--- config.mk ---
export PLATFORM = sky130hd
export DESIGN_NAME = fma_top
export DESIGN_NICKNAME = d
export VERILOG_FILES = /design/src/hw/fma_pkg.sv /design/src/hw/fma_dec_if.sv /design/src/hw/fma_sum_if.sv /design/src/hw/fma_rounding.sv /design/src/hw/fma_decode.sv /design/src/hw/fma_execute.sv /design/src/hw/fma_result.sv /design/src/hw/fma_top.sv
export SDC_FILE = /design/constraint.sdc
export NUM_CORES = 1
export LEC_CHECK = 0
export ABC_AREA = 1
export BUFFER_PORTS_ARGS = -buffer_cell sky130_fd_sc_hd__buf_2
export CAP_MARGIN = 40
export CORE_ASPECT_RATIO = 2
export CORE_MARGIN = 10
export CORE_UTILIZATION = 40
export CTS_BUF_LIST = sky130_fd_sc_hd__clkbuf_8
export CTS_CLUSTER_SIZE = 40
export DETAILED_ROUTE_END_ITERATION = 12
export GPL_TIMING_DRIVEN = 0
export MAX_ROUTING_LAYER = met4
export PLACE_DENSITY_LB_ADDON = 0.08
export SYNTH_ARGS = -nofsm -noshare
export SYNTH_HDL_FRONTEND = slang
export SYNTH_SLANG_ARGS = --single-unit
--- constraint.sdc ---
create_clock -name clk_i -period 14 [get_ports clk_i]
set_input_delay 2.8 -clock clk_i [delete_from_list [all_inputs] [get_ports clk_i]]
set_output_delay 2.8 -clock clk_i [all_outputs]
set_load 0.1 [all_outputs]
--- src/hw/fma_pkg.sv ---
// Binary16 only; all widths below are fixed for that format and not meant to be changed
package fma_pkg;

  // ----------------------------
  // Format constants
  // ----------------------------
  localparam int EXP_BITS = 5;
  localparam int MAN_BITS = 10;
  localparam int FP_WIDTH = 1 + EXP_BITS + MAN_BITS;
  localparam int BIAS     = 15;
  // Mantissa plus implicit bit
  localparam int PREC_BITS = MAN_BITS + 1;

  // ----------------------------
  // Datapath widths
  // ----------------------------
  // Internal sum holds 3p+4 bits
  localparam int SUM_WIDTH       = 3 * PREC_BITS + 4;
  // Leading zeros are only searched in the lower 2p+3 bits
  localparam int LOWER_SUM_WIDTH = 2 * PREC_BITS + 3;
  localparam int LZC_WIDTH       = 5;
  // Signed internal exponent, wide enough for every sum of biased exponents
  localparam int EXP_WIDTH       = EXP_BITS + 2;
  localparam int SHAMT_WIDTH     = 6;

  // Canonical quiet NaN keeps only the top mantissa bit
  localparam logic [MAN_BITS-1:0] QNAN_MAN = {1'b1, {(MAN_BITS-1){1'b0}}};

  // ----------------------------
  // Shared types
  // ----------------------------
  typedef struct packed {
    logic                sign;
    logic [EXP_BITS-1:0] exponent;
    logic [MAN_BITS-1:0] mantissa;
  } fp_t;

  typedef struct packed {
    logic is_normal;
    logic is_subnormal;
    logic is_zero;
    logic is_inf;
    logic is_nan;
    logic is_signalling;
  } fp_info_t;

  // RISC-V flag order, NV on top
  typedef struct packed {
    logic NV;
    logic DZ;
    logic OF;
    logic UF;
    logic NX;
  } status_t;

  typedef enum logic [2:0] {
    RNE = 3'd0,
    RTZ = 3'd1,
    RDN = 3'd2,
    RUP = 3'd3,
    RMM = 3'd4
  } roundmode_e;

  // op_mod turns these into FMSUB, FNMADD and SUB
  typedef enum logic [1:0] {
    FMADD,
    FNMSUB,
    ADD,
    MUL
  } operation_e;

endpackage

--- src/hw/fma_dec_if.sv ---
// Decode to execute link; an item moves only when valid and ready are both high
`timescale 1ns/100ps
interface fma_dec_if import fma_pkg::*; ();

  logic       valid;
  logic       ready;
  // Operands after the operation adjustment
  fp_t        op_a;
  fp_t        op_b;
  fp_t        op_c;
  fp_info_t   info_a;
  fp_info_t   info_b;
  fp_info_t   info_c;
  roundmode_e rnd_mode;
  // Bypass result for NaN and infinity cases
  logic       is_special;
  fp_t        special_result;
  status_t    special_status;

  modport dec (
    output valid, op_a, op_b, op_c, info_a, info_b, info_c,
    output rnd_mode, is_special, special_result, special_status,
    input  ready
  );

  modport exe (
    input  valid, op_a, op_b, op_c, info_a, info_b, info_c,
    input  rnd_mode, is_special, special_result, special_status,
    output ready
  );

endinterface

--- src/hw/fma_sum_if.sv ---
// Execute to result link; all fields come straight from the middle register
`timescale 1ns/100ps
interface fma_sum_if import fma_pkg::*; ();

  logic                        valid;
  logic                        ready;
  logic                        eff_sub;
  // Biased internal exponents
  logic signed [EXP_WIDTH-1:0] exp_prod;
  logic signed [EXP_WIDTH-1:0] exp_diff;
  logic signed [EXP_WIDTH-1:0] tent_exp;
  logic [SHAMT_WIDTH-1:0]      addend_shamt;
  // Addend bits shifted out before the add
  logic                        sticky;
  logic [SUM_WIDTH-1:0]        sum;
  logic                        final_sign;
  roundmode_e                  rnd_mode;
  logic                        is_special;
  fp_t                         special_result;
  status_t                     special_status;

  modport exe (
    output valid, eff_sub, exp_prod, exp_diff, tent_exp, addend_shamt, sticky, sum,
    output final_sign, rnd_mode, is_special, special_result, special_status,
    input  ready
  );

  modport res (
    input  valid, eff_sub, exp_prod, exp_diff, tent_exp, addend_shamt, sticky, sum,
    input  final_sign, rnd_mode, is_special, special_result, special_status,
    output ready
  );

endinterface

--- src/hw/fma_rounding.sv ---
// Rounds a sign-magnitude value by one ulp at most; an exponent carry is left to the caller
`timescale 1ns/100ps
module fma_rounding import fma_pkg::*; (
  input  logic [EXP_BITS+MAN_BITS-1:0] abs_value_i,
  input  logic                         sign_i,
  // Round bit on top, sticky below
  input  logic [1:0]                   round_sticky_i,
  input  roundmode_e                   rnd_mode_i,
  input  logic                         eff_sub_i,
  output logic [EXP_BITS+MAN_BITS-1:0] abs_rounded_o,
  output logic                         sign_o,
  output logic                         exact_zero_o
);

  logic round_up;

  always_comb begin
    unique case (rnd_mode_i)
      // Above half, or a tie on an odd value
      RNE: round_up = round_sticky_i[1] & (round_sticky_i[0] | abs_value_i[0]);
      RTZ: round_up = 1'b0;
      RDN: round_up = (|round_sticky_i) & sign_i;
      RUP: round_up = (|round_sticky_i) & ~sign_i;
      RMM: round_up = round_sticky_i[1];
      default: round_up = 1'b0;
    endcase
  end

  assign abs_rounded_o = abs_value_i + (EXP_BITS + MAN_BITS)'(round_up);
  assign exact_zero_o  = (abs_value_i == '0) && (round_sticky_i == 2'b00);
  // Exact cancellation gives -0 only when rounding down
  assign sign_o = (exact_zero_o && eff_sub_i) ? (rnd_mode_i == RDN) : sign_i;

endmodule

--- src/hw/fma_decode.sv ---
// Input stage; op_i must be one of the four legal operations, no flush and no NaN-boxing
`timescale 1ns/100ps
module fma_decode import fma_pkg::*; (
  input  logic       clk_i,
  input  logic       rst_n_i,
  input  fp_t        a_i,
  input  fp_t        b_i,
  input  fp_t        c_i,
  input  roundmode_e rnd_mode_i,
  input  operation_e op_i,
  input  logic       op_mod_i,
  input  logic       in_valid_i,
  output logic       in_ready_o,
  fma_dec_if.dec     dec
);

  fp_t        a_q, b_q, c_q;
  roundmode_e rnd_mode_q;
  operation_e op_q;
  logic       op_mod_q;
  logic       valid_q;
  logic       any_inf, any_nan, any_snan;
  logic       eff_sub;

  // Sign, exponent and mantissa decode of one operand
  function automatic fp_info_t classify(input fp_t op);
    fp_info_t info;
    logic     exp_zero;
    logic     exp_ones;
    logic     man_zero;
    exp_zero           = (op.exponent == '0);
    exp_ones           = (op.exponent == '1);
    man_zero           = (op.mantissa == '0);
    info.is_normal     = !exp_zero && !exp_ones;
    info.is_subnormal  = exp_zero && !man_zero;
    info.is_zero       = exp_zero && man_zero;
    info.is_inf        = exp_ones && man_zero;
    info.is_nan        = exp_ones && !man_zero;
    // Quiet bit clear marks a signalling NaN
    info.is_signalling = info.is_nan && !op.mantissa[MAN_BITS-1];
    return info;
  endfunction

  // ----------------------------
  // Input register
  // ----------------------------
  // Free when empty or when execute takes the item
  assign in_ready_o = dec.ready | ~valid_q;

  always_ff @(posedge clk_i) begin
    if (!rst_n_i) begin
      valid_q <= 1'b0;
    end else if (in_ready_o) begin
      valid_q <= in_valid_i;
    end
  end

  always_ff @(posedge clk_i) begin
    if (in_ready_o && in_valid_i) begin
      a_q        <= a_i;
      b_q        <= b_i;
      c_q        <= c_i;
      rnd_mode_q <= rnd_mode_i;
      op_q       <= op_i;
      op_mod_q   <= op_mod_i;
    end
  end

  assign dec.valid    = valid_q;
  assign dec.rnd_mode = rnd_mode_q;

  // ----------------------------
  // Operation adjustment
  // ----------------------------
  always_comb begin
    dec.op_a   = a_q;
    dec.op_b   = b_q;
    dec.op_c   = c_q;
    dec.info_a = classify(a_q);
    dec.info_b = classify(b_q);
    dec.info_c = classify(c_q);
    // op_mod always negates the addend
    dec.op_c.sign = c_q.sign ^ op_mod_q;
    unique case (op_q)
      FMADD: ;
      // Negated product
      FNMSUB: dec.op_a.sign = ~a_q.sign;
      ADD: begin
        dec.op_a   = '{sign: 1'b0, exponent: EXP_BITS'(BIAS), mantissa: '0};
        dec.info_a = '{is_normal: 1'b1, default: 1'b0};
      end
      MUL: begin
        // Zero addend, its sign picked by the rounding mode
        dec.op_c   = '{sign: (rnd_mode_q != RDN), exponent: '0, mantissa: '0};
        dec.info_c = '{is_zero: 1'b1, default: 1'b0};
      end
    endcase
  end

  assign any_inf  = dec.info_a.is_inf | dec.info_b.is_inf | dec.info_c.is_inf;
  assign any_nan  = dec.info_a.is_nan | dec.info_b.is_nan | dec.info_c.is_nan;
  assign any_snan = dec.info_a.is_signalling | dec.info_b.is_signalling
                  | dec.info_c.is_signalling;
  // Product and addend of opposite sign
  assign eff_sub  = dec.op_a.sign ^ dec.op_b.sign ^ dec.op_c.sign;

  // ----------------------------
  // Special cases
  // ----------------------------
  always_comb begin
    dec.special_result = '{sign: 1'b0, exponent: '1, mantissa: QNAN_MAN};
    dec.special_status = '0;
    dec.is_special     = 1'b0;
    // Inf times zero is invalid even with a quiet NaN addend
    if ((dec.info_a.is_inf && dec.info_b.is_zero) ||
        (dec.info_a.is_zero && dec.info_b.is_inf)) begin
      dec.is_special        = 1'b1;
      dec.special_status.NV = 1'b1;
    end else if (any_nan) begin
      dec.is_special        = 1'b1;
      dec.special_status.NV = any_snan;
    end else if (any_inf) begin
      dec.is_special = 1'b1;
      if ((dec.info_a.is_inf || dec.info_b.is_inf) && dec.info_c.is_inf && eff_sub) begin
        // Opposite infinities cancel
        dec.special_status.NV = 1'b1;
      end else if (dec.info_a.is_inf || dec.info_b.is_inf) begin
        dec.special_result = '{sign: dec.op_a.sign ^ dec.op_b.sign, exponent: '1, mantissa: '0};
      end else begin
        dec.special_result = '{sign: dec.op_c.sign, exponent: '1, mantissa: '0};
      end
    end
  end

endmodule

--- src/hw/fma_execute.sv ---
// Middle stage; exponents stay biased, the sum is a magnitude with the sign kept apart
`timescale 1ns/100ps
module fma_execute import fma_pkg::*; (
  input  logic   clk_i,
  input  logic   rst_n_i,
  fma_dec_if.exe dec,
  fma_sum_if.exe sum
);

  logic signed [EXP_WIDTH-1:0] exp_a, exp_b, exp_c;
  logic signed [EXP_WIDTH-1:0] exp_addend, exp_product, exp_diff, tent_exp;
  logic [SHAMT_WIDTH-1:0]      addend_shamt;
  logic [PREC_BITS-1:0]        man_a, man_b, man_c;
  logic [2*PREC_BITS-1:0]      product;
  logic [SUM_WIDTH-1:0]        product_shifted, addend_after_shift, addend_shifted;
  logic [PREC_BITS-1:0]        addend_sticky_bits;
  logic                        sticky_before_add;
  logic                        eff_sub, tent_sign;
  logic [SUM_WIDTH:0]          sum_raw;
  logic [SUM_WIDTH-1:0]        sum_abs;
  logic                        final_sign;

  assign eff_sub   = dec.op_a.sign ^ dec.op_b.sign ^ dec.op_c.sign;
  // Guess the product sign first
  assign tent_sign = dec.op_a.sign ^ dec.op_b.sign;

  // ----------------------------
  // Exponent datapath
  // ----------------------------
  assign exp_a = $signed({{(EXP_WIDTH-EXP_BITS){1'b0}}, dec.op_a.exponent});
  assign exp_b = $signed({{(EXP_WIDTH-EXP_BITS){1'b0}}, dec.op_b.exponent});
  assign exp_c = $signed({{(EXP_WIDTH-EXP_BITS){1'b0}}, dec.op_c.exponent});

  // Subnormals and zero count as exponent 1
  assign exp_addend  = exp_c + EXP_WIDTH'(!dec.info_c.is_normal);
  // Zero product takes the smallest exponent
  assign exp_product = (dec.info_a.is_zero || dec.info_b.is_zero) ?
                       EXP_WIDTH'(2 - BIAS) :
                       EXP_WIDTH'(exp_a + EXP_WIDTH'(dec.info_a.is_subnormal) + exp_b
                                  + EXP_WIDTH'(dec.info_b.is_subnormal) - BIAS);
  assign exp_diff    = exp_addend - exp_product;
  assign tent_exp    = (exp_diff > 0) ? exp_addend : exp_product;

  always_comb begin
    if (exp_diff <= -2 * PREC_BITS - 1) begin
      // Addend lands fully in the sticky bit
      addend_shamt = SHAMT_WIDTH'(3 * PREC_BITS + 4);
    end else if (exp_diff <= PREC_BITS + 2) begin
      addend_shamt = SHAMT_WIDTH'(PREC_BITS + 3 - exp_diff);
    end else begin
      // Product only reaches the sticky bit
      addend_shamt = '0;
    end
  end

  // ----------------------------
  // Mantissa datapath
  // ----------------------------
  assign man_a = {dec.info_a.is_normal, dec.op_a.mantissa};
  assign man_b = {dec.info_b.is_normal, dec.op_b.mantissa};
  assign man_c = {dec.info_c.is_normal, dec.op_c.mantissa};

  assign product         = man_a * man_b;
  // Two low bits left free for round and sticky
  assign product_shifted = SUM_WIDTH'(product) << 2;

  // Addend starts above the sum, bits falling off the end turn into sticky
  assign {addend_after_shift, addend_sticky_bits} =
      {man_c, {SUM_WIDTH{1'b0}}} >> addend_shamt;
  assign sticky_before_add = |addend_sticky_bits;

  assign addend_shifted = eff_sub ? ~addend_after_shift : addend_after_shift;
  // Carry in completes the two's complement unless sticky bits were lost
  assign sum_raw = product_shifted + addend_shifted + SUM_WIDTH'(eff_sub & ~sticky_before_add);

  // No carry on a subtraction means a negative sum
  assign sum_abs    = (eff_sub && !sum_raw[SUM_WIDTH]) ? -sum_raw[SUM_WIDTH-1:0] :
                                                          sum_raw[SUM_WIDTH-1:0];
  assign final_sign = eff_sub ? (sum_raw[SUM_WIDTH] == tent_sign) : tent_sign;

  // ----------------------------
  // Middle register
  // ----------------------------
  assign dec.ready = sum.ready | ~sum.valid;

  always_ff @(posedge clk_i) begin
    if (!rst_n_i) begin
      sum.valid <= 1'b0;
    end else if (dec.ready) begin
      sum.valid <= dec.valid;
    end
  end

  always_ff @(posedge clk_i) begin
    if (dec.ready && dec.valid) begin
      sum.eff_sub        <= eff_sub;
      sum.exp_prod       <= exp_product;
      sum.exp_diff       <= exp_diff;
      sum.tent_exp       <= tent_exp;
      sum.addend_shamt   <= addend_shamt;
      sum.sticky         <= sticky_before_add;
      sum.sum            <= sum_abs;
      sum.final_sign     <= final_sign;
      sum.rnd_mode       <= dec.rnd_mode;
      sum.is_special     <= dec.is_special;
      sum.special_result <= dec.special_result;
      sum.special_status <= dec.special_status;
    end
  end

endmodule

--- src/hw/fma_result.sv ---
// Output stage; underflow is detected after rounding as RISC-V requires
`timescale 1ns/100ps
module fma_result import fma_pkg::*; (
  input  logic   clk_i,
  input  logic   rst_n_i,
  fma_sum_if.res sum,
  output fp_t    result_o,
  output status_t status_o,
  output logic   out_valid_o,
  input  logic   out_ready_i
);

  logic [LOWER_SUM_WIDTH-1:0]   sum_lower;
  logic [LZC_WIDTH-1:0]         lzc_cnt;
  logic                         lzc_empty;
  logic signed [LZC_WIDTH:0]    lzc_sgn;
  logic [SHAMT_WIDTH-1:0]       norm_shamt;
  logic signed [EXP_WIDTH-1:0]  norm_exp, final_exp;
  logic [SUM_WIDTH:0]           sum_shifted;
  logic [PREC_BITS:0]           final_man;
  logic [2*PREC_BITS+2:0]       sum_sticky_bits;
  logic                         sticky_after_norm;
  logic                         of_before_round, of_after_round, uf_after_round, inexact;
  logic [EXP_BITS+MAN_BITS-1:0] pre_round_abs, rounded_abs;
  logic [1:0]                   round_sticky;
  logic                         rounded_sign;
  logic [FP_WIDTH-1:0]          regular_result;
  status_t                      regular_status;

  // ----------------------------
  // Leading-zero count
  // ----------------------------
  assign sum_lower = sum.sum[LOWER_SUM_WIDTH-1:0];

  always_comb begin
    lzc_cnt   = '0;
    lzc_empty = 1'b1;
    // First set bit from the top wins
    for (int i = LOWER_SUM_WIDTH - 1; i >= 0; i--) begin
      if (lzc_empty && sum_lower[i]) begin
        lzc_cnt   = LZC_WIDTH'(LOWER_SUM_WIDTH - 1 - i);
        lzc_empty = 1'b0;
      end
    end
  end

  assign lzc_sgn = $signed({1'b0, lzc_cnt});

  // ----------------------------
  // Normalization
  // ----------------------------
  always_comb begin
    if ((sum.exp_diff <= 0) || (sum.eff_sub && (sum.exp_diff <= 2))) begin
      if ((sum.exp_prod - lzc_sgn + 1 >= 0) && !lzc_empty) begin
        // Undo the product offset and drop the counted zeros
        norm_shamt = SHAMT_WIDTH'(PREC_BITS + 2 + lzc_cnt);
        norm_exp   = EXP_WIDTH'(sum.exp_prod - lzc_sgn + 1);
      end else begin
        // Subnormal, stop the shift at the minimum exponent
        norm_shamt = SHAMT_WIDTH'(PREC_BITS + 2 + sum.exp_prod);
        norm_exp   = '0;
      end
    end else begin
      // Addend anchored
      norm_shamt = sum.addend_shamt;
      norm_exp   = sum.tent_exp;
    end
  end

  assign sum_shifted = {1'b0, sum.sum} << norm_shamt;

  // Leading one may still sit one place off
  always_comb begin
    {final_man, sum_sticky_bits} = sum_shifted[SUM_WIDTH-1:0];
    final_exp                    = norm_exp;
    if (sum_shifted[SUM_WIDTH]) begin
      {final_man, sum_sticky_bits} = sum_shifted[SUM_WIDTH:1];
      final_exp                    = norm_exp + 1;
    end else if (sum_shifted[SUM_WIDTH-1]) begin
      final_exp = norm_exp;
    end else if (norm_exp > 1) begin
      {final_man, sum_sticky_bits} = {sum_shifted[SUM_WIDTH-2:0], 1'b0};
      final_exp                    = norm_exp - 1;
    end else begin
      final_exp = '0;
    end
  end

  assign sticky_after_norm = (|sum_sticky_bits) | sum.sticky;

  // ----------------------------
  // Rounding
  // ----------------------------
  assign of_before_round = (final_exp >= 2**EXP_BITS - 1);

  // Overflow saturates to the largest normal and forces round and sticky
  assign pre_round_abs = of_before_round ? {EXP_BITS'(2**EXP_BITS - 2), {MAN_BITS{1'b1}}} :
                                           {final_exp[EXP_BITS-1:0], final_man[MAN_BITS:1]};
  assign round_sticky  = of_before_round ? 2'b11 : {final_man[0], sticky_after_norm};

  fma_rounding u_fma_rounding (
    .abs_value_i    (pre_round_abs),
    .sign_i         (sum.final_sign),
    .round_sticky_i (round_sticky),
    .rnd_mode_i     (sum.rnd_mode),
    .eff_sub_i      (sum.eff_sub),
    .abs_rounded_o  (rounded_abs),
    .sign_o         (rounded_sign),
    .exact_zero_o   ()
  );

  // Tiny after rounding, or rounded up only by the unbounded-exponent carry
  assign uf_after_round = (rounded_abs[EXP_BITS+MAN_BITS-1:MAN_BITS] == '0) ||
      ((pre_round_abs[EXP_BITS+MAN_BITS-1:MAN_BITS] == '0) &&
       (rounded_abs[EXP_BITS+MAN_BITS-1:MAN_BITS] == EXP_BITS'(1)) &&
       ((round_sticky != 2'b11) ||
        (!sum_sticky_bits[2*MAN_BITS+4] && ((sum.rnd_mode == RNE) || (sum.rnd_mode == RMM)))));
  assign of_after_round = (rounded_abs[EXP_BITS+MAN_BITS-1:MAN_BITS] == '1);
  assign inexact        = (|round_sticky) | of_before_round | of_after_round;

  // UF needs a result that is both tiny and inexact
  assign regular_result = {rounded_sign, rounded_abs};
  assign regular_status = '{NV: 1'b0, DZ: 1'b0,
                            OF: of_before_round | of_after_round,
                            UF: uf_after_round & inexact,
                            NX: inexact};

  // ----------------------------
  // Output register
  // ----------------------------
  assign sum.ready = out_ready_i | ~out_valid_o;

  always_ff @(posedge clk_i) begin
    if (!rst_n_i) begin
      out_valid_o <= 1'b0;
    end else if (sum.ready) begin
      out_valid_o <= sum.valid;
    end
  end

  always_ff @(posedge clk_i) begin
    if (sum.ready && sum.valid) begin
      result_o <= sum.is_special ? sum.special_result : fp_t'(regular_result);
      status_o <= sum.is_special ? sum.special_status : regular_status;
    end
  end

endmodule

--- src/hw/fma_top.sv ---
// Binary16 FMA, three register stages; results come back in order, one item per cycle
`timescale 1ns/100ps
module fma_top import fma_pkg::*; (
  input  logic       clk_i,
  input  logic       rst_n_i,
  input  fp_t        a_i,
  input  fp_t        b_i,
  input  fp_t        c_i,
  input  roundmode_e rnd_mode_i,
  input  operation_e op_i,
  input  logic       op_mod_i,
  input  logic       in_valid_i,
  output logic       in_ready_o,
  output fp_t        result_o,
  output status_t    status_o,
  output logic       out_valid_o,
  input  logic       out_ready_i
);

  fma_dec_if dec_if ();
  fma_sum_if sum_if ();

  // Input register, classification and special cases
  fma_decode u_fma_decode (
    .clk_i      (clk_i),
    .rst_n_i    (rst_n_i),
    .a_i        (a_i),
    .b_i        (b_i),
    .c_i        (c_i),
    .rnd_mode_i (rnd_mode_i),
    .op_i       (op_i),
    .op_mod_i   (op_mod_i),
    .in_valid_i (in_valid_i),
    .in_ready_o (in_ready_o),
    .dec        (dec_if.dec)
  );

  // Multiply, align and add
  fma_execute u_fma_execute (
    .clk_i   (clk_i),
    .rst_n_i (rst_n_i),
    .dec     (dec_if.exe),
    .sum     (sum_if.exe)
  );

  // Normalize, round, output register
  fma_result u_fma_result (
    .clk_i       (clk_i),
    .rst_n_i     (rst_n_i),
    .sum         (sum_if.res),
    .result_o    (result_o),
    .status_o    (status_o),
    .out_valid_o (out_valid_o),
    .out_ready_i (out_ready_i)
  );

endmodule

Word-level counts from Yosys, hierarchy flattened
Cells that the tools add are included.
- word-level logic and storage cells: 288
- flip-flop bits (word level): 165
- output and inout port bits: 23
- input port bits: 58
- order comparisons: 8
- $add $sub $neg: 17
- muxes and demuxes: 84
- multipliers: 1
- shifts and indexed selects: 2
- bitwise operators: 30
- eq/ne operators: 14
- reduce and logical (&&, ||, !) cells: 96
- operator list (cell ; number):
    $mux W25 ; 3
    $mux W37 ; 2
    $logic_and A1 B1 Y1 ; 57
    $mux W7 ; 7
    $mux W16 ; 3
    $shr A48 B6 Y48 ; 1
    $mux W5 ; 9
    $add A24 B37 Y38 ; 1
    $add A38 B37 Y38 ; 1
    $shl A37 B6 Y38 ; 1
    $and A1 B37 Y37 ; 1
    $neg A37 Y37 ; 1
    $not A1 Y37 ; 1
    $not A37 Y37 ; 1
    $mux W6 ; 6
    $mux W11 ; 3
    $add A32 B2 Y32 const B ; 1
    $ge A32 B1 Y1 const B ; 1
    $mux W1 ; 32
    $mux W4 ; 8
    $logic_not A10 Y1 ; 3
    $mux W15 ; 2
    $logic_not A5 Y1 ; 5
    $reduce_or A25 Y1 ; 1
    other kinds (45) ; 101

Longest topological paths before layout
- depth after elaboration: 71
- depth in mapped cells: 74
- depth with buffers taken out: 73

Modules after synthesis
Synthesis repeated with hierarchy kept, for this count alone.
- cell total of the unflattened synthesis: 2936
- area total of the unflattened synthesis: 20681.1 um^2
- modules (own cells, without submodules) (module ; instances ; cells each ; seq. area each (um^2) ; area an instance (um^2)):
    fma_execute ; 1 ; 1607 ; 2782.7 ; 12179.2
    fma_result ; 1 ; 964 ; 650.6 ; 5305.1
    fma_decode ; 1 ; 282 ; 1641.6 ; 2740.1
    fma_rounding ; 1 ; 83 ; 0.0 ; 456.7

Worst setup path after synthesis
OpenSTA, ideal clock, no wires.
- kind: flip-flop to flip-flop
- start point: register u_fma_decode.a_q[9] (netlist name)
- end point: register u_fma_execute.sum.sum[36] (data pin)
- data arrival time: 9.220 ns
- stages on the path, launching flop included: 63
- path slack: 4.524 ns
- required time: 13.743 ns
- period minus slack after synthesis: 9.476 ns
- setup time: 0.257 ns
- cell sequence: edfxtp_1 -> nor4_1 -> nand2_1 -> nor2_1 -> nor3_1 -> ha_1 -> ha_1 -> ha_1 -> inv_1 -> fa_1 -> inv_1 -> nor2_1 -> nor3_1 -> inv_1 -> ha_1 -> a21oi_1 -> o21ai_1 -> a21o_1 -> [... 27 more ...] -> o21bai_1 -> a21oi_1 -> nor2_1 -> nor2_1 -> o21ai_0 -> a21oi_1 -> inv_1 -> a21oi_1 -> inv_1 -> nand4_1 -> or2_2 -> nor2_1 -> nand2_1 -> xor2_1 -> nand2_1 -> o31ai_1 -> nand2_1 -> xor2_1
- cells in the longest elaborated chain, start to end: 21
- elaborated cells on any way between the ends: 31
- RTL lines (item ; line ; RTL):
    from (decl) ; fma_decode.sv:17 ; fp_t a_q, b_q, c_q;
    from (signal assigned) ; fma_decode.sv:60 ; a_q <= a_i;
    $logic_not A10 Y1 * ; fma_decode.sv:33 ; man_zero = (op.mantissa == '0);
    $logic_not A1 Y1 ; fma_decode.sv:35 ; info.is_subnormal = exp_zero && !man_zero;
    $logic_and A1 B1 Y1 ; fma_decode.sv:35 ;
    $mux W6 * ; fma_decode.sv:84 ; unique case (op_q)
    $add A5 B1 Y6 ; fma_execute.sv:39 ; EXP_WIDTH'(exp_a + EXP_WIDTH'(dec.info_a.is_subnormal) + exp_b
    $add A7 B5 Y7 ; fma_execute.sv:39 ;
    $add A7 B1 Y7 ; fma_execute.sv:40 ; + EXP_WIDTH'(dec.info_b.is_subnormal) - BIAS);
    $sub A7 B4 Y7 ; fma_execute.sv:40 ;
    [... 1 more ...] ; n/a ;
    via u_fma_execute.exp_product[2] ; fma_execute.sv:11 ; logic signed [EXP_WIDTH-1:0] exp_addend, exp_product, exp_diff, tent_exp;
    [... 1 more ...] ; n/a ;
    via u_fma_execute.exp_diff[6] ; fma_execute.sv:11 ;
    [... 4 more ...] ; n/a ;
    $reduce_or A11 Y1 * ; fma_execute.sv:70 ; assign sticky_before_add = |addend_sticky_bits;
    via u_fma_execute.sticky_before_add ; fma_execute.sv:17 ; logic sticky_before_add;
    $not A1 Y37 * ; fma_execute.sv:74 ; assign sum_raw = product_shifted + addend_shifted + SUM_WIDTH'(eff_sub & ~sticky_before_add);
    $and A1 B37 Y37 * ; fma_execute.sv:74 ;
    $add A38 B37 Y38 * ; fma_execute.sv:74 ;
    branches (longest 2 deep; another with $neg A37 Y37) ; n/a ;
    $mux W37 * ; fma_execute.sv:77 ; assign sum_abs = (eff_sub && !sum_raw[SUM_WIDTH]) ? -sum_raw[SUM_WIDTH-1:0] :
    via u_fma_execute.sum_abs[36] ; fma_execute.sv:20 ; logic [SUM_WIDTH-1:0] sum_abs;
    to (decl) ; fma_sum_if.sv:23 ; output valid, eff_sub, exp_prod, exp_diff, tent_exp, addend_shamt, sticky, sum,
Mark *: on every way through the listed nets, which the timed path passes.
A chain may end at the register's enable or synchronous reset.

Worst setup path in the final report
- start point: register u_fma_decode.a_q[9] (netlist name)
- end point: register u_fma_execute.sum.sum[36] (data pin)
- cells in the longest elaborated chain, start to end: 21
- elaborated cells on any way between the ends: 31
- RTL lines (item ; line ; RTL):
    $logic_not A10 Y1 * ; fma_decode.sv:33 ;
    $logic_not A1 Y1 ; fma_decode.sv:35 ;
    $logic_and A1 B1 Y1 ; fma_decode.sv:35 ;
    $mux W6 * ; fma_decode.sv:84 ;
    $add A5 B1 Y6 ; fma_execute.sv:39 ;
    $add A7 B5 Y7 ; fma_execute.sv:39 ;
    $add A7 B1 Y7 ; fma_execute.sv:40 ;
    $sub A7 B4 Y7 ; fma_execute.sv:40 ;
    [... 1 more ...] ; n/a ;
    via u_fma_execute.exp_product[2] ; fma_execute.sv:11 ;
    [... 1 more ...] ; n/a ;
    via u_fma_execute.exp_diff[5] ; fma_execute.sv:11 ;
    [... 3 more ...] ; n/a ;
    via u_fma_execute.addend_shamt[2] ; fma_execute.sv:12 ; logic [SHAMT_WIDTH-1:0] addend_shamt;
    [... 1 more ...] ; n/a ;
    $reduce_or A11 Y1 * ; fma_execute.sv:70 ;
    via u_fma_execute.sticky_before_add ; fma_execute.sv:17 ;
    $not A1 Y37 * ; fma_execute.sv:74 ;
    $and A1 B37 Y37 * ; fma_execute.sv:74 ;
    $add A38 B37 Y38 * ; fma_execute.sv:74 ;
    branches (longest 2 deep; another with $neg A37 Y37) ; n/a ;
    $mux W37 * ; fma_execute.sv:77 ;
    via u_fma_execute.sum_abs[36] ; fma_execute.sv:20 ;
Marked as above.

==> results.rst <==
.. list-table::
   :header-rows: 1

   * - Metric
     - Value
   * - Critical path endpoint category
     - flip-flop
   * - Number of port buffers
     - 79
   * - Number of antenna violations at the first check in global routing
     - 1
   * - Crit path DAT
     - 12400 ps
   * - Main area contributors after synthesis
     - sky130_fd_sc_hd__edfxtp_1, sky130_fd_sc_hd__nand2_1, sky130_fd_sc_hd__fa_1, sky130_fd_sc_hd__ha_1, sky130_fd_sc_hd__inv_1
   * - Total congestion overflow after global routing
     - 0
   * - Most frequent cells in the layout
     - sky130_fd_sc_hd__nand2_1, sky130_fd_sc_hd__inv_1, sky130_fd_sc_hd__nor2_1, sky130_fd_sc_hd__nand3_1, sky130_fd_sc_hd__edfxtp_1
   * - Area growth from synthesis to layout
     - 8.88%
   * - Most common library cell in the layout ignoring fill and taps
     - sky130_fd_sc_hd__nand2_1
   * - Initial Utilization
     - 40.4%
   * - Placeable Area
     - 0.0467 mm^2
   * - Final Hold Violating Endpoints
     - 0
   * - Most frequent cell on the critical path
     - sky130_fd_sc_hd__a21oi_1
   * - Min Tclk post-route
     - 12160 ps
   * - Master of the slowest instance on the critical path
     - sky130_fd_sc_hd__o21ai_0
   * - Residual DRC count
     - 0
   * - Via count of the first global-routing pass
     - 18008
   * - CTS Hold Buffers Added
     - 0
   * - Pin count of the biggest net entering global routing
     - 75
   * - Unrepaired setup endpoints after global routing
     - false
   * - Largest fanout on the critical path
     - 10
   * - Antenna Violating Nets Remaining
     - 0
   * - Post-Synthesis Cells
     - 2620
   * - CTS buffer count
     - 17
   * - CTS-repair resized insts
     - 0
   * - Hpwl dp
     - 55100 um
   * - Post-synthesis instance area
     - 0.0189 mm^2
   * - Count of filler cells inserted in the layout
     - 4984
   * - Number of max-cap violations
     - 0
   * - Clock transition at path regs
     - 110 ps
   * - Placement Rows
     - 112
   * - Worst slew margin relative to its limit
     - 42.8%
   * - Required time worst endpoint
     - 14240 ps
   * - Synth unique cells
     - 76
   * - Flip-flop cell with the highest count after synthesis
     - sky130_fd_sc_hd__edfxtp_1
   * - Gpl congestion
     - 0.984
   * - Status
     - completed
   * - Post-Synthesis Mean Instance Area
     - 7.20 um^2
   * - Clock latency on the worst-skew pair
     - 490 ps
   * - Maximum buffer depth of the clock tree
     - 2
   * - Post-Route Setup TNS
     - 0 ps
   * - Number of flops mapped to enable cells by yosys
     - 148
   * - Total Wirelength
     - 62800 um
   * - Actual transition at the worst max-transition pin
     - 858 ps
   * - Final cell utilization of the core
     - 44.0%
   * - Total setup buffers inserted after CTS
     - 0
   * - Final worst slack
     - 1840 ps
   * - Clock tree sinks
     - 151
   * - Die Span X
     - 174 um
   * - Total I/O pin count
     - 81
   * - Share of synthesized flip-flops with an asynchronous set or reset
     - 0%
   * - Post-detailed-route via-to-cell ratio
     - 5.16
   * - Pins over their slew limit
     - 0
   * - Total number of H-tree levels
     - 4
   * - Number of nets in the final layout
     - 2992
   * - Detailed-route wire length per cell
     - 18.7 um
   * - Portion of the post-synthesis area used by sequential elements
     - 23.9%
   * - Cell type with the highest aggregate area in the netlist
     - sky130_fd_sc_hd__edfxtp_1
   * - Classification of the worst-slack hold path
     - flip-flop to flip-flop
   * - Final-report setup violation count
     - 0
   * - Fraction of final layout cells with drive strength greater than 1
     - 10.6%
   * - Detailed-route via count
     - 17371
   * - Maximum operating frequency
     - 82.2 MHz
   * - Maximum cell stage delay along the critical path
     - 520 ps
   * - Startpoint class of the critical path
     - flip-flop
   * - Setup skew after layout
     - 20.9 ps
   * - Die Outline Area
     - 0.0568 mm^2
   * - Fraction of post-synthesis cell area in the top cell type by area
     - 23.6%
   * - Register bit count reported by yosys
     - 151
   * - Root cell of the clock tree
     - sky130_fd_sc_hd__clkbuf_8
   * - Wire length of the first global-routing pass
     - 96500 um
   * - Number of design-rule violations left by the first detailed-router iteration
     - 788
   * - Ys Warns
     - 0
   * - Final clock period utilization by the worst path
     - 86.9%
   * - Combined global-route utilization of all metal layers
     - 22.6%
   * - DR pass1 iterations
     - 5
   * - Chip Height
     - 327 um
   * - Setup CP Type
     - flip-flop to flip-flop
   * - Post-Syn Nets
     - 2888
   * - CTS tree
     - yes
   * - Worst slack, placed
     - 1780 ps
-- final timing paths --
check	start	end	slack (ps)	cells after the start
min	u_fma_decode.dec.rnd_mode[1]$_DFFE_PP_	u_fma_execute.sum.rnd_mode[1]$_DFFE_PP_	490	0
max reg2reg	u_fma_decode.a_q[9]$_DFFE_PP_	u_fma_execute.sum.sum[36]$_DFFE_PP_	1840	62
min reg2reg	u_fma_decode.dec.rnd_mode[1]$_DFFE_PP_	u_fma_execute.sum.rnd_mode[1]$_DFFE_PP_	490	0
max	u_fma_decode.a_q[9]$_DFFE_PP_	u_fma_execute.sum.sum[36]$_DFFE_PP_	1840	62
-- cells by family after synthesis --
group	share of synthesized area [%]
xor+xnor	7.19
flops	23.9
buf+inv	10.9
fa+ha+maj	17.2
simple gates	29.9
mux	0.159
other cells	0.0199
compound gates	10.7
-- critical path, delay by kind of cell (launching register included) --
kind	cells	cell delay [ps]
compound gates	21	3850
xor+xnor	3	930
fa+ha+maj	7	2130
buf+inv	7	850
flops	1	470
simple gates	24	3650
-- sequential cells by signal, summed over array words and instances, names as in the netlist, 2 cells and up --
name                              flops
u_fma_execute.sum.addend_shamt        6
u_fma_execute.sum.rnd_mode            3
u_fma_execute.sum.tent_exp            7
u_fma_execute.sum.special_result      2
u_fma_result.status_o                 4
u_fma_decode.op_q                     2
u_fma_execute.sum.exp_prod            7
u_fma_execute.sum.exp_diff            7
u_fma_decode.dec.rnd_mode             3
u_fma_decode.a_q                     16
u_fma_execute.sum.sum                37
u_fma_result.result_o                16
u_fma_decode.dec.op_b                16
u_fma_decode.c_q                     16
-- layer usage --
metal | part of all wire [%] | global-route usage (%)
met4 | 9.0 | 18.7
met2 | 59 | 46.1
met5 | 0 | -
met3 | 1.9 | 1.91
met1 | 30 | 17.1
-- layout make-up --
type,count,area [um^2],share of cell area [%]
multi-input cells,1965,12300,59.9
flip-flops and latches,151,4500,21.9
inverters,436,1640,7.98
well taps,627,785,3.82
repair buffers,85,455,2.22
plain buffers,68,422,2.05
clock buffers,18,248,1.21
clock inverters,14,179,0.871
diodes,1,2.50,0.0122
-- through the flow --
stage	instance area (um^2)	hold WS, ps	std cells
global route	20500	500	3365
finish	20500	486	3365
global placement	20000	463	3326
floorplan	18900	427	2620
CTS	20500	495	3364
detailed placement	20100	481	3332
-- cell usage after synthesis, types with 9 or more instances --
cell                       count
sky130_fd_sc_hd__a31oi_1      12
sky130_fd_sc_hd__nand3_2       9
sky130_fd_sc_hd__xor2_1      116
sky130_fd_sc_hd__buf_4        16
sky130_fd_sc_hd__edfxtp_1    148
sky130_fd_sc_hd__a21oi_1      94
sky130_fd_sc_hd__fa_1         83
sky130_fd_sc_hd__ha_1        127
sky130_fd_sc_hd__inv_2        22
sky130_fd_sc_hd__clkbuf_1     18
sky130_fd_sc_hd__nor2_1      249
sky130_fd_sc_hd__nor4_1       10
sky130_fd_sc_hd__nand4_1      43
sky130_fd_sc_hd__o21ai_0      92
sky130_fd_sc_hd__nor2_2       13
sky130_fd_sc_hd__o21ai_1      56
sky130_fd_sc_hd__inv_1       406
sky130_fd_sc_hd__buf_2        22
sky130_fd_sc_hd__o22ai_1      17
sky130_fd_sc_hd__or2_2        11
sky130_fd_sc_hd__xnor2_1      32
sky130_fd_sc_hd__nor3_1       28
sky130_fd_sc_hd__o21bai_1     16
sky130_fd_sc_hd__nand3_1     201
sky130_fd_sc_hd__nand2_1     619
sky130_fd_sc_hd__nand2_2      24
sky130_fd_sc_hd__buf_6         9
Power is left out: the tool's default activity adds up to more than one toggle a clock period on the data nets, which glitch-free logic cannot reach.
